File: src/include/char_row_macros.svh
`ifndef CHAR_ROW_MACROS_SVH
`define CHAR_ROW_MACROS_SVH

// Cell geometry in scan lines
`define CELL_ROWS    20
`define GLYPH_TOP    2
`define GLYPH_LINES  6
`define SCALE        2

// Font and output row widths
`define GLYPH_W      8
`define PIXEL_W      16
`define GLYPH_COUNT  36

// Character code ranges, letters first in the font
`define LETTER_BASE  8'h41
`define LETTER_COUNT 8'd26
`define DIGIT_BASE   8'h30
`define DIGIT_COUNT  8'd10

`endif
File: src/source/char_row_pkg.sv
`include "char_row_macros.svh"

package char_row_pkg;

  // Line number inside one character cell
  typedef logic [$clog2(`CELL_ROWS)-1:0] row_idx_t;

  // Font index, letters 0..25 then digits 26..35
  typedef logic [$clog2(`GLYPH_COUNT)-1:0] glyph_idx_t;

  // Distinct font row, 0..5
  typedef logic [$clog2(`GLYPH_LINES)-1:0] glyph_line_t;

  // Compact font row and doubled output row
  typedef logic [`GLYPH_W-1:0] glyph_bits_t;
  typedef logic [`PIXEL_W-1:0] pixel_row_t;

  // Decoded character
  typedef struct packed {
    logic       known;                  // Code is a letter or digit
    glyph_idx_t glyph;
  } char_sel_t;

  // Position of the current line inside the cell
  typedef struct packed {
    logic        visible;               // Lines 2 to 13
    glyph_line_t glyph_line;
  } cell_pos_t;

endpackage

File: src/source/char_row_gen.sv
`timescale 1ns/100ps

module char_row_gen (
  input  logic                     end_of_line,
  input  logic                     rst_n,
  input  logic                     end_of_frame,
  input  logic [7:0]               ascii,
  output char_row_pkg::pixel_row_t pixel_row
);

  import char_row_pkg::*;

  char_sel_t sel;                       // Decoded character
  cell_pos_t pos;                       // Line position in the cell

  // Code to font index
  char_code_decoder u_decoder (
    .ascii (ascii),
    .sel   (sel)
  );

  // Line count, advanced once per scan line
  cell_row_counter u_counter (
    .end_of_line  (end_of_line),
    .rst_n        (rst_n),
    .end_of_frame (end_of_frame),
    .pos          (pos)
  );

  // Font lookup and horizontal doubling
  glyph_rom u_rom (
    .sel       (sel),
    .pos       (pos),
    .pixel_row (pixel_row)
  );

endmodule

File: src/source/glyph_rom.sv
`timescale 1ns/100ps
`include "char_row_macros.svh"

module glyph_rom (
  input  char_row_pkg::char_sel_t  sel,
  input  char_row_pkg::cell_pos_t  pos,
  output char_row_pkg::pixel_row_t pixel_row
);

  import char_row_pkg::*;

  logic [`GLYPH_LINES*`GLYPH_W-1:0] glyph_word;
  glyph_bits_t                      glyph_rows [`GLYPH_LINES];
  glyph_bits_t                      row_bits;

  // Six compact rows per glyph with the top row in the upper byte
  always_comb begin
    case (sel.glyph)
      6'd0:    glyph_word = 48'h78_84_84_FC_84_84;  // A
      6'd1:    glyph_word = 48'hF8_84_F8_84_84_F8;  // B
      6'd2:    glyph_word = 48'h78_84_80_80_84_78;  // C
      6'd3:    glyph_word = 48'hF0_88_84_84_88_F0;  // D
      6'd4:    glyph_word = 48'hFC_80_F8_80_80_FC;  // E
      6'd5:    glyph_word = 48'hFC_80_F8_80_80_80;  // F
      6'd6:    glyph_word = 48'h78_84_80_9C_84_78;  // G
      6'd7:    glyph_word = 48'h84_84_FC_84_84_84;  // H
      6'd8:    glyph_word = 48'h7C_10_10_10_10_7C;  // I
      6'd9:    glyph_word = 48'h04_04_04_84_84_78;  // J
      6'd10:   glyph_word = 48'h88_90_E0_90_88_84;  // K
      6'd11:   glyph_word = 48'h80_80_80_80_80_FC;  // L
      6'd12:   glyph_word = 48'h84_CC_B4_84_84_84;  // M
      6'd13:   glyph_word = 48'h84_C4_A4_94_8C_84;  // N
      6'd14:   glyph_word = 48'h78_84_84_84_84_78;  // O
      6'd15:   glyph_word = 48'hF8_84_84_F8_80_80;  // P
      6'd16:   glyph_word = 48'h78_84_84_A4_94_78;  // Q
      6'd17:   glyph_word = 48'hF8_84_84_F8_88_84;  // R
      6'd18:   glyph_word = 48'h78_80_78_04_84_78;  // S
      6'd19:   glyph_word = 48'hFE_10_10_10_10_10;  // T
      6'd20:   glyph_word = 48'h84_84_84_84_84_78;  // U
      6'd21:   glyph_word = 48'h84_84_84_84_48_30;  // V
      6'd22:   glyph_word = 48'h84_84_84_84_B4_48;  // W
      6'd23:   glyph_word = 48'h84_48_30_30_48_84;  // X
      6'd24:   glyph_word = 48'h82_44_28_10_10_10;  // Y
      6'd25:   glyph_word = 48'hFC_08_10_20_40_FC;  // Z
      6'd26:   glyph_word = 48'h78_8C_94_A4_C4_78;  // 0
      6'd27:   glyph_word = 48'h60_A0_20_20_20_F8;  // 1
      6'd28:   glyph_word = 48'h78_84_04_78_80_FC;  // 2
      6'd29:   glyph_word = 48'h78_84_18_04_84_78;  // 3
      6'd30:   glyph_word = 48'h10_30_50_90_FC_10;  // 4
      6'd31:   glyph_word = 48'hFC_80_F8_04_84_78;  // 5
      6'd32:   glyph_word = 48'h78_80_F8_84_84_78;  // 6
      6'd33:   glyph_word = 48'hFC_04_08_10_20_20;  // 7
      6'd34:   glyph_word = 48'h78_84_78_84_84_78;  // 8
      6'd35:   glyph_word = 48'h78_84_84_7C_04_78;  // 9
      default: glyph_word = '0;
    endcase
  end

  // Split the word into rows with row 0 at the top of the glyph
  always_comb begin
    for (int r = 0; r < `GLYPH_LINES; r++) begin
      glyph_rows[r] = glyph_word[(`GLYPH_LINES - 1 - r) * `GLYPH_W +: `GLYPH_W];
    end
  end

  always_comb begin
    row_bits = '0;
    if (sel.known && pos.visible) begin
      row_bits = glyph_rows[pos.glyph_line];
    end
  end

  // Each font pixel becomes two output pixels with the MSB leftmost
  always_comb begin
    for (int i = 0; i < `GLYPH_W; i++) begin
      pixel_row[`SCALE * i +: `SCALE] = {`SCALE{row_bits[i]}};
    end
  end

endmodule

File: src/source/cell_row_counter.sv
`timescale 1ns/100ps
`include "char_row_macros.svh"

module cell_row_counter (
  input  logic                    end_of_line,
  input  logic                    rst_n,
  input  logic                    end_of_frame,
  output char_row_pkg::cell_pos_t pos
);

  import char_row_pkg::*;

  localparam row_idx_t LAST_ROW  = row_idx_t'(`CELL_ROWS - 1);
  localparam row_idx_t TOP_ROW   = row_idx_t'(`GLYPH_TOP);
  localparam row_idx_t END_ROW   = row_idx_t'(`GLYPH_TOP + `GLYPH_LINES * `SCALE);
  localparam row_idx_t SCALE_ROW = row_idx_t'(`SCALE);

  row_idx_t row;
  row_idx_t glyph_off;

  always_ff @(posedge end_of_line) begin
    if (!rst_n) begin
      row <= '0;
    end else if (end_of_frame) begin
      row <= '0;                        // New frame starts a new cell
    end else if (row == LAST_ROW) begin
      row <= '0;
    end else begin
      row <= row + 1'b1;
    end
  end

  // Offset into the glyph area, only meaningful while visible
  assign glyph_off = row - TOP_ROW;

  assign pos.visible    = (row >= TOP_ROW) && (row < END_ROW);
  assign pos.glyph_line = glyph_line_t'(glyph_off / SCALE_ROW);  // Each font row spans two lines

endmodule

File: src/source/char_code_decoder.sv
`timescale 1ns/100ps
`include "char_row_macros.svh"

module char_code_decoder (
  input  logic [7:0]              ascii,
  output char_row_pkg::char_sel_t sel
);

  import char_row_pkg::*;

  logic [7:0] letter_off;
  logic [7:0] digit_off;
  logic       is_letter;
  logic       is_digit;

  // Codes below a base wrap to large offsets and fail the range test
  assign letter_off = ascii - `LETTER_BASE;
  assign digit_off  = ascii - `DIGIT_BASE;

  assign is_letter = letter_off < `LETTER_COUNT;
  assign is_digit  = digit_off < `DIGIT_COUNT;

  always_comb begin
    sel.known = 1'b0;
    sel.glyph = '0;
    if (is_letter) begin
      sel.known = 1'b1;
      sel.glyph = glyph_idx_t'(letter_off);
    end else if (is_digit) begin
      sel.known = 1'b1;
      sel.glyph = glyph_idx_t'(digit_off + `LETTER_COUNT);  // Digits follow Z
    end
  end

endmodule

File: config.mk
export PLATFORM = sky130hd
export DESIGN_NAME = char_row_gen
export DESIGN_NICKNAME = d
export VERILOG_FILES = /design/src/source/char_row_pkg.sv /design/src/source/char_row_gen.sv /design/src/source/glyph_rom.sv /design/src/source/cell_row_counter.sv /design/src/source/char_code_decoder.sv
export VERILOG_INCLUDE_DIRS = /design/src /design/src/include
export SDC_FILE = /design/constraint.sdc
export NUM_CORES = 1
export LEC_CHECK = 0
export BUFFER_PORTS_ARGS = -buffer_cell sky130_fd_sc_hd__clkbuf_2
export CORE_MARGIN = 2
export CORE_UTILIZATION = 48
export DETAILED_ROUTE_END_ITERATION = 12
export PLACE_DENSITY_LB_ADDON = 0.12
export SYNTH_ARGS = -nofsm -noshare
export SYNTH_HDL_FRONTEND = slang
export SYNTH_SLANG_ARGS = --single-unit
File: constraint.sdc
create_clock -name end_of_line -period 6.85 [get_ports end_of_line]
set_clock_uncertainty 0.2 [all_clocks]
set_input_delay 1.37 -clock end_of_line [delete_from_list [all_inputs] [get_ports end_of_line]]
set_output_delay 1.37 -clock end_of_line [all_outputs]
set_load 0.02 [all_outputs]
* Yosys cells after proc, flatten, opt, wreduce, memory -nomap -nowiden *
Memory sizes are Yosys's and may differ from the RTL's.
Cells that the tools add are included.

operators by class
  add/sub/neg operators = 5
  multiplexer cells = 6
  eq/ne operators = 1
  reductions and logical operators = 3
  $lt $le $gt $ge = 5
  bitwise operators = 2

operator list
  cell                                                        number
  binary-select mux 8 bit (select 3 bit)                      1
  two-way mux 8 bit                                           3
  two-way mux 7 bit                                           2
  less-than comparator 8 x 4 -> 1 bit, second input constant  1
  less-than comparator 8 x 5 -> 1 bit, second input constant  1
  subtractor 8 x 6 -> 8 bit, second input constant            1
  subtractor 8 x 7 -> 8 bit, second input constant            1
  adder 6 x 5 -> 6 bit, second input constant                 1
  adder 5 x 1 -> 5 bit, second input constant                 1
  == test 5 bit, second input constant                        1
  >= comparator 5 x 2 -> 1 bit, second input constant         1
  less-than comparator 5 x 4 -> 1 bit, second input constant  1
  >= comparator 4 bit, second input constant                  1
  inverter 3 -> 4 bit                                         1
  subtractor 4 x 2 -> 4 bit, second input constant            1
  OR reduction 3 bit                                          1
  logical AND 1 bit                                           2
  inverter 1 bit                                              1

storage, ports and cells
  input port bits = 11
  logic and storage cells = 24
  memories kept = 1
  flip-flop bits (word level) = 5
  output and inout bits = 16
  memory bits (read-only) = 2,368

memories
  memory            words  bits a word  rd ports  clocked after Yosys merged registers in  wr ports  line             source
  (name not given)  64     37           1         0                                        0         glyph_rom.sv:18  case (sel.glyph)

* Logic depth before layout (Yosys ltp) *
An unclocked memory read counts as a cell.

  depth in word-level cells = 9
  gate-level depth with buffers = 19
  depth with buffers taken out = 15

* By module *
Synthesis repeated with hierarchy kept, for this count alone.

second synthesis, totals
  cells, all modules = 424
  area total of the unflattened synthesis = 2,922.8 um2

modules (own cells, without submodules)
  module             area an instance (um2)  cells an instance  instances  seq. area each (um2)
  glyph_rom          2,055.7                 321                1          0.0
  char_code_decoder  561.8                   70                 1          0.0
  cell_row_counter   305.3                   33                 1          100.1

* Least setup slack after synthesis *
Ideal clock, no wire load.

  path type = input port to output port
  start = input port ascii[2]
  end = output port pixel_row[13]
  slack = -0.206 ns
  required time = 5.280 ns
  cell stages on the path = 18
  arrival = 5.486 ns
  path buffers = 4
  cells stage by stage = buf_2 > inv_1 > ha_1 > a21bo_4 > o41a_1 > a311o_4 > mux2_4 > clkinv_4 > clkbuf_1 > ha_1 > clkbuf_1 > nand2_1 > o21ai_1 > o21bai_1 > nor2_1 > a311oi_1 > o32ai_1 > buf_4

on the way
  longest elaborated chain between the ends = 9
  elaborated cells between the ends (all ways) = 13
  those cells by class = add/sub: 3; order compare: 2; mux: 6; reduce/logical: 1; memory: 1

RTL lines
  item                                                                                                 line                     source
  start: declaration                                                                                   char_row_gen.sv:7        input logic [7:0] ascii,
  subtractor 8 x 6 -> 8 bit (no source line)                                                           n/a
  less-than comparator 8 x 4 -> 1 bit (no source line) / adder 6 x 5 -> 6 bit (equally long branches)  n/a
  two-way mux 7 bit                                                                                    char_code_decoder.sv:29  end else if (is_digit) begin
  two-way mux 7 bit *                                                                                  char_code_decoder.sv:26  if (is_letter) begin
  memory (64 x 37 bit)                                                                                 n/a
  binary-select mux 8 bit (select 3 bit)                                                               glyph_rom.sv:69          row_bits = glyph_rows[pos.glyph_line];
  two-way mux 8 bit (not written as such) (2 in a row)                                                 glyph_rom.sv:69
  two-way mux 8 bit *                                                                                  glyph_rom.sv:68          if (sel.known && pos.visible) begin
  end: declaration                                                                                     char_row_gen.sv:8        output char_row_pkg::pixel_row_t pixel_row

Mark *: on every way between the ends. The rest lies on a longest branch, timed or not. The select of a mux whose other input is x is not followed.

* Worst setup path after layout *
  start = input port ascii[1]
  end = output port pixel_row[13]

The elaborated chain is that of the path after synthesis.

==> metrics.txt <==
Hold Violations, Final 0; CTS Buf Count 3; Worst path max stage delay 0.56 ns; highest metal used met4; Worst-Margin Slew 0.8367 ns; Post-Syn Area 2675 sq um; clock sink total 5; register area share after synthesis 3.742%; post-layout min period 6.699 ns; number of remaining DRC errors 0; Hold Path Class register to register; ys flop type dfxtp_1; pre-CTS WS 0.1120 ns; post-route setup slack 0.1513 ns; footprint of the multi-input gates 2387 sq um; first-pass GRT wire length 17510 um; HPWL after DPL 8149 um; area grow syn2layout 20.25%; RePlAce Congestion 1.091; status finished, final reports clean; wl on met1 4072 um; clk_lat worst skew 0.22 ns; Ys Warns 0; DIE AREA 6186 sq um; master of the slowest instance on the critical path or4_1; total power divided by cell area 87.79 nW/um^2; Achievable Freq 149.3 MHz; CP Cell Sequence clkbuf_2 -> inv_1 -> ha_1 -> a21bo_4 -> o41a_1 -> a311oi_4 -> a21o_1 -> nor2_2 -> buf_4 -> or4_1 -> o311a_1 -> o21ai_2 -> a31oi_1 -> o32ai_2 -> clkbuf_2; initial antenna violation count 0; Final Cell Area 3217 sq um; core area 5439 sq um; layout cell share with drive strength beyond 1 24.62%; area post-placement 3089 sq um; largest reg by FF count u_counter.row; Cell Int Power 0.0001444 W; CTS H-tree depth 1; max cap viols 0; CP Max Fanout 18; initial DRC count 597; DR pass1 iterations 6; Root Buffer clkbuf_8; Arrival @ worst endpoint 5.13 ns; Post-DRT Antenna Nets 0; share of the clock period used by the worst path 97.79%; Synth Area per Inst 6.430 sq um; CTS clock-pin slew for the worst setup and hold paths 0.03 ns; CP startpoint kind primary input; Post-synth EDFFs 0; CTS tree built; I/O Buffers 24; Rel. slew slack 44.14%; # diodes 0; CP top delay family compound AO/OA/AOI/OAI gates; Filler Cells Inserted 548; Regs by FF count u_counter.row x5; Routed WL 10980 um; worst r2r src u_counter.row[1]; Comb pwr share 69.8%; aggregate global routing overflow 0; Hold Path Origin u_counter.row[0]; crit-path most repeated cell clkbuf_2; synth unique cells 77; WL/cell 20.83 um; Pwr Total 0.0002824 W; WP buf/inv 4; Sw Pwr 0.0001380 W; CP endpoint kind primary output; max-slew violations 0; Initial Utilization 49.18%; largest net degree at the start of global routing 36; Reg power frac 11.2%; Crit Path Category primary input to primary output; post-DR vias/cell 7.093; clk buf depth 2; I/O pin cnt 27; die height 78.65 um; total global routing track utilization 35.60%; Max VDD drop 0.00008904 V; # nets final 484; CP Launch Point ascii[1]; met3 wire length 1374 um; Async S/R FF share, synth 0%; flip-flop count of the largest register after layout 5; leakage power 1.291 nW; Via Count 3738; die width 78.65 um; Yosys reg bits 5; met2 WL post-DR 4807 um; switching share of total power 48.86%; CP Data Required Time 5.28 ns; Placement Rows 27; Mapped Cells 416; register area 100.1 sq um; Clock Power Share 19.0%; setup violators final 0; vias in the first global route 3303
[cells in the mapped netlist (3+ instances only)]
library cell	n	area (sq um)
clkbuf_1	21	78.83
a311oi_1	5	43.79
o31ai_1	6	45.04
a21oi_1	44	220.2
a21o_1	6	45.04
nand3_1	16	80.08
or4_1	4	30.03
ha_1	17	212.7
o21ai_0	22	110.1
xnor2_1	6	52.55
nand2_1	45	168.9
mux2_2	3	33.78
nor3_1	11	55.05
nand4_1	10	62.56
a221oi_1	4	35.03
dfxtp_1	5	100.1
nor3b_1	4	30.03
buf_2	9	45.04
mux2i_1	6	60.06
a211oi_1	4	30.03
inv_1	11	41.29
nor2_1	38	142.6
o211ai_1	5	37.54
nor2b_1	5	31.28
and2_1	4	25.02
nand2b_1	7	43.79
o22ai_1	5	31.28
nor4_1	4	25.02
o21ai_1	6	30.03
buf_4	9	67.56
and3_1	5	31.28
o32ai_1	3	26.28
a31oi_1	8	50.05
[area by class of cell]
| class | instances | area share (%) |
|---|---|---|
| Multi-Input combinational cell | 357 | 74.21 |
| Timing Repair Buffer | 76 | 16.80 |
| Sequential cell | 5 | 3.112 |
| Tap cell | 72 | 2.800 |
| Inverter | 13 | 1.672 |
| Clock buffer | 4 | 1.400 |
[what timing repair did]
| item | 4_1_cts | 5_1_grt |
|---|---|---|
| buffers inserted | 0 | 4 |
| hold buffers | 0 | 0 |
| setup endpoints to repair | 0 | 12 |
| hold endpoints to repair | 0 | 0 |
| gates resized for setup | 0 | 20 |
[worst paths after layout]
path | end | slack, ns | cells past startpoint
worst max register to register | u_counter.row[4] | 4.96 | 4
worst min register to register | u_counter.row[0] | 0.27 | 1
worst min-delay path | u_counter.row[0] | 0.27 | 1
worst max-delay path | pixel_row[13] | 0.15 | 15
[power groups by stage]
stage,Combinational (W),Sequential [W],Clock (W)
after floorplan,0.000122,0.0000308,0
after global placement,0.000184,0.0000320,0
after detailed placement,0.000182,0.0000319,0
after CTS,0.000183,0.0000315,0.0000554
after global routing,0.000210,0.0000317,0.0000591
final,0.000197,0.0000317,0.0000537
[layer usage]
layer,GRT usage (%),vias to the layer above
met5,0,-
met4,18.95,0
met3,6.437,92
met2,56.50,339
met1,45.49,1674
li1,-,1633
[through the flow]
| stage | setup TNS (ns) | util, % | hold slack, ns | cells |
|---|---|---|---|---|
| after floorplan | 0 | - | 0.2266 | 417 |
| after global routing | -0.1692 | 59.14 | 0.3010 | 527 |
| after CTS | 0 | 57.63 | 0.2697 | 523 |
| final | 0 | 59.14 | 0.2700 | 527 |
| after global placement | 0 | 56.80 | 0.2513 | 519 |
| after detailed placement | 0 | 56.80 | 0.2618 | 519 |
[kinds of logic after synthesis]
group | count (synthesis) | synth area share [%]
compound gates | 155 | 39.95
xor+xnor | 8 | 2.619
fa+ha+maj | 17 | 7.951
buf+inv | 55 | 9.869
flops | 5 | 3.742
mux | 12 | 5.425
other cells | 1 | 0.1402
simple gates | 163 | 30.31
[placed cells by master (no fill, tap or decap), drive strengths merged, types with 6 or more instances in the layout]
cell type / count
nand2: 45
ha: 17
nor3: 12
buf: 55
nor2: 39
a311oi: 6
nand2b: 7
nand3: 16
nand4: 10
a21o: 6
a21oi: 45
a31oi: 9
o21ai: 29
mux2i: 8
xnor2: 6
clkbuf: 25
inv: 12
o31ai: 6
No activity file was read; power rests on OpenSTA's default activity.
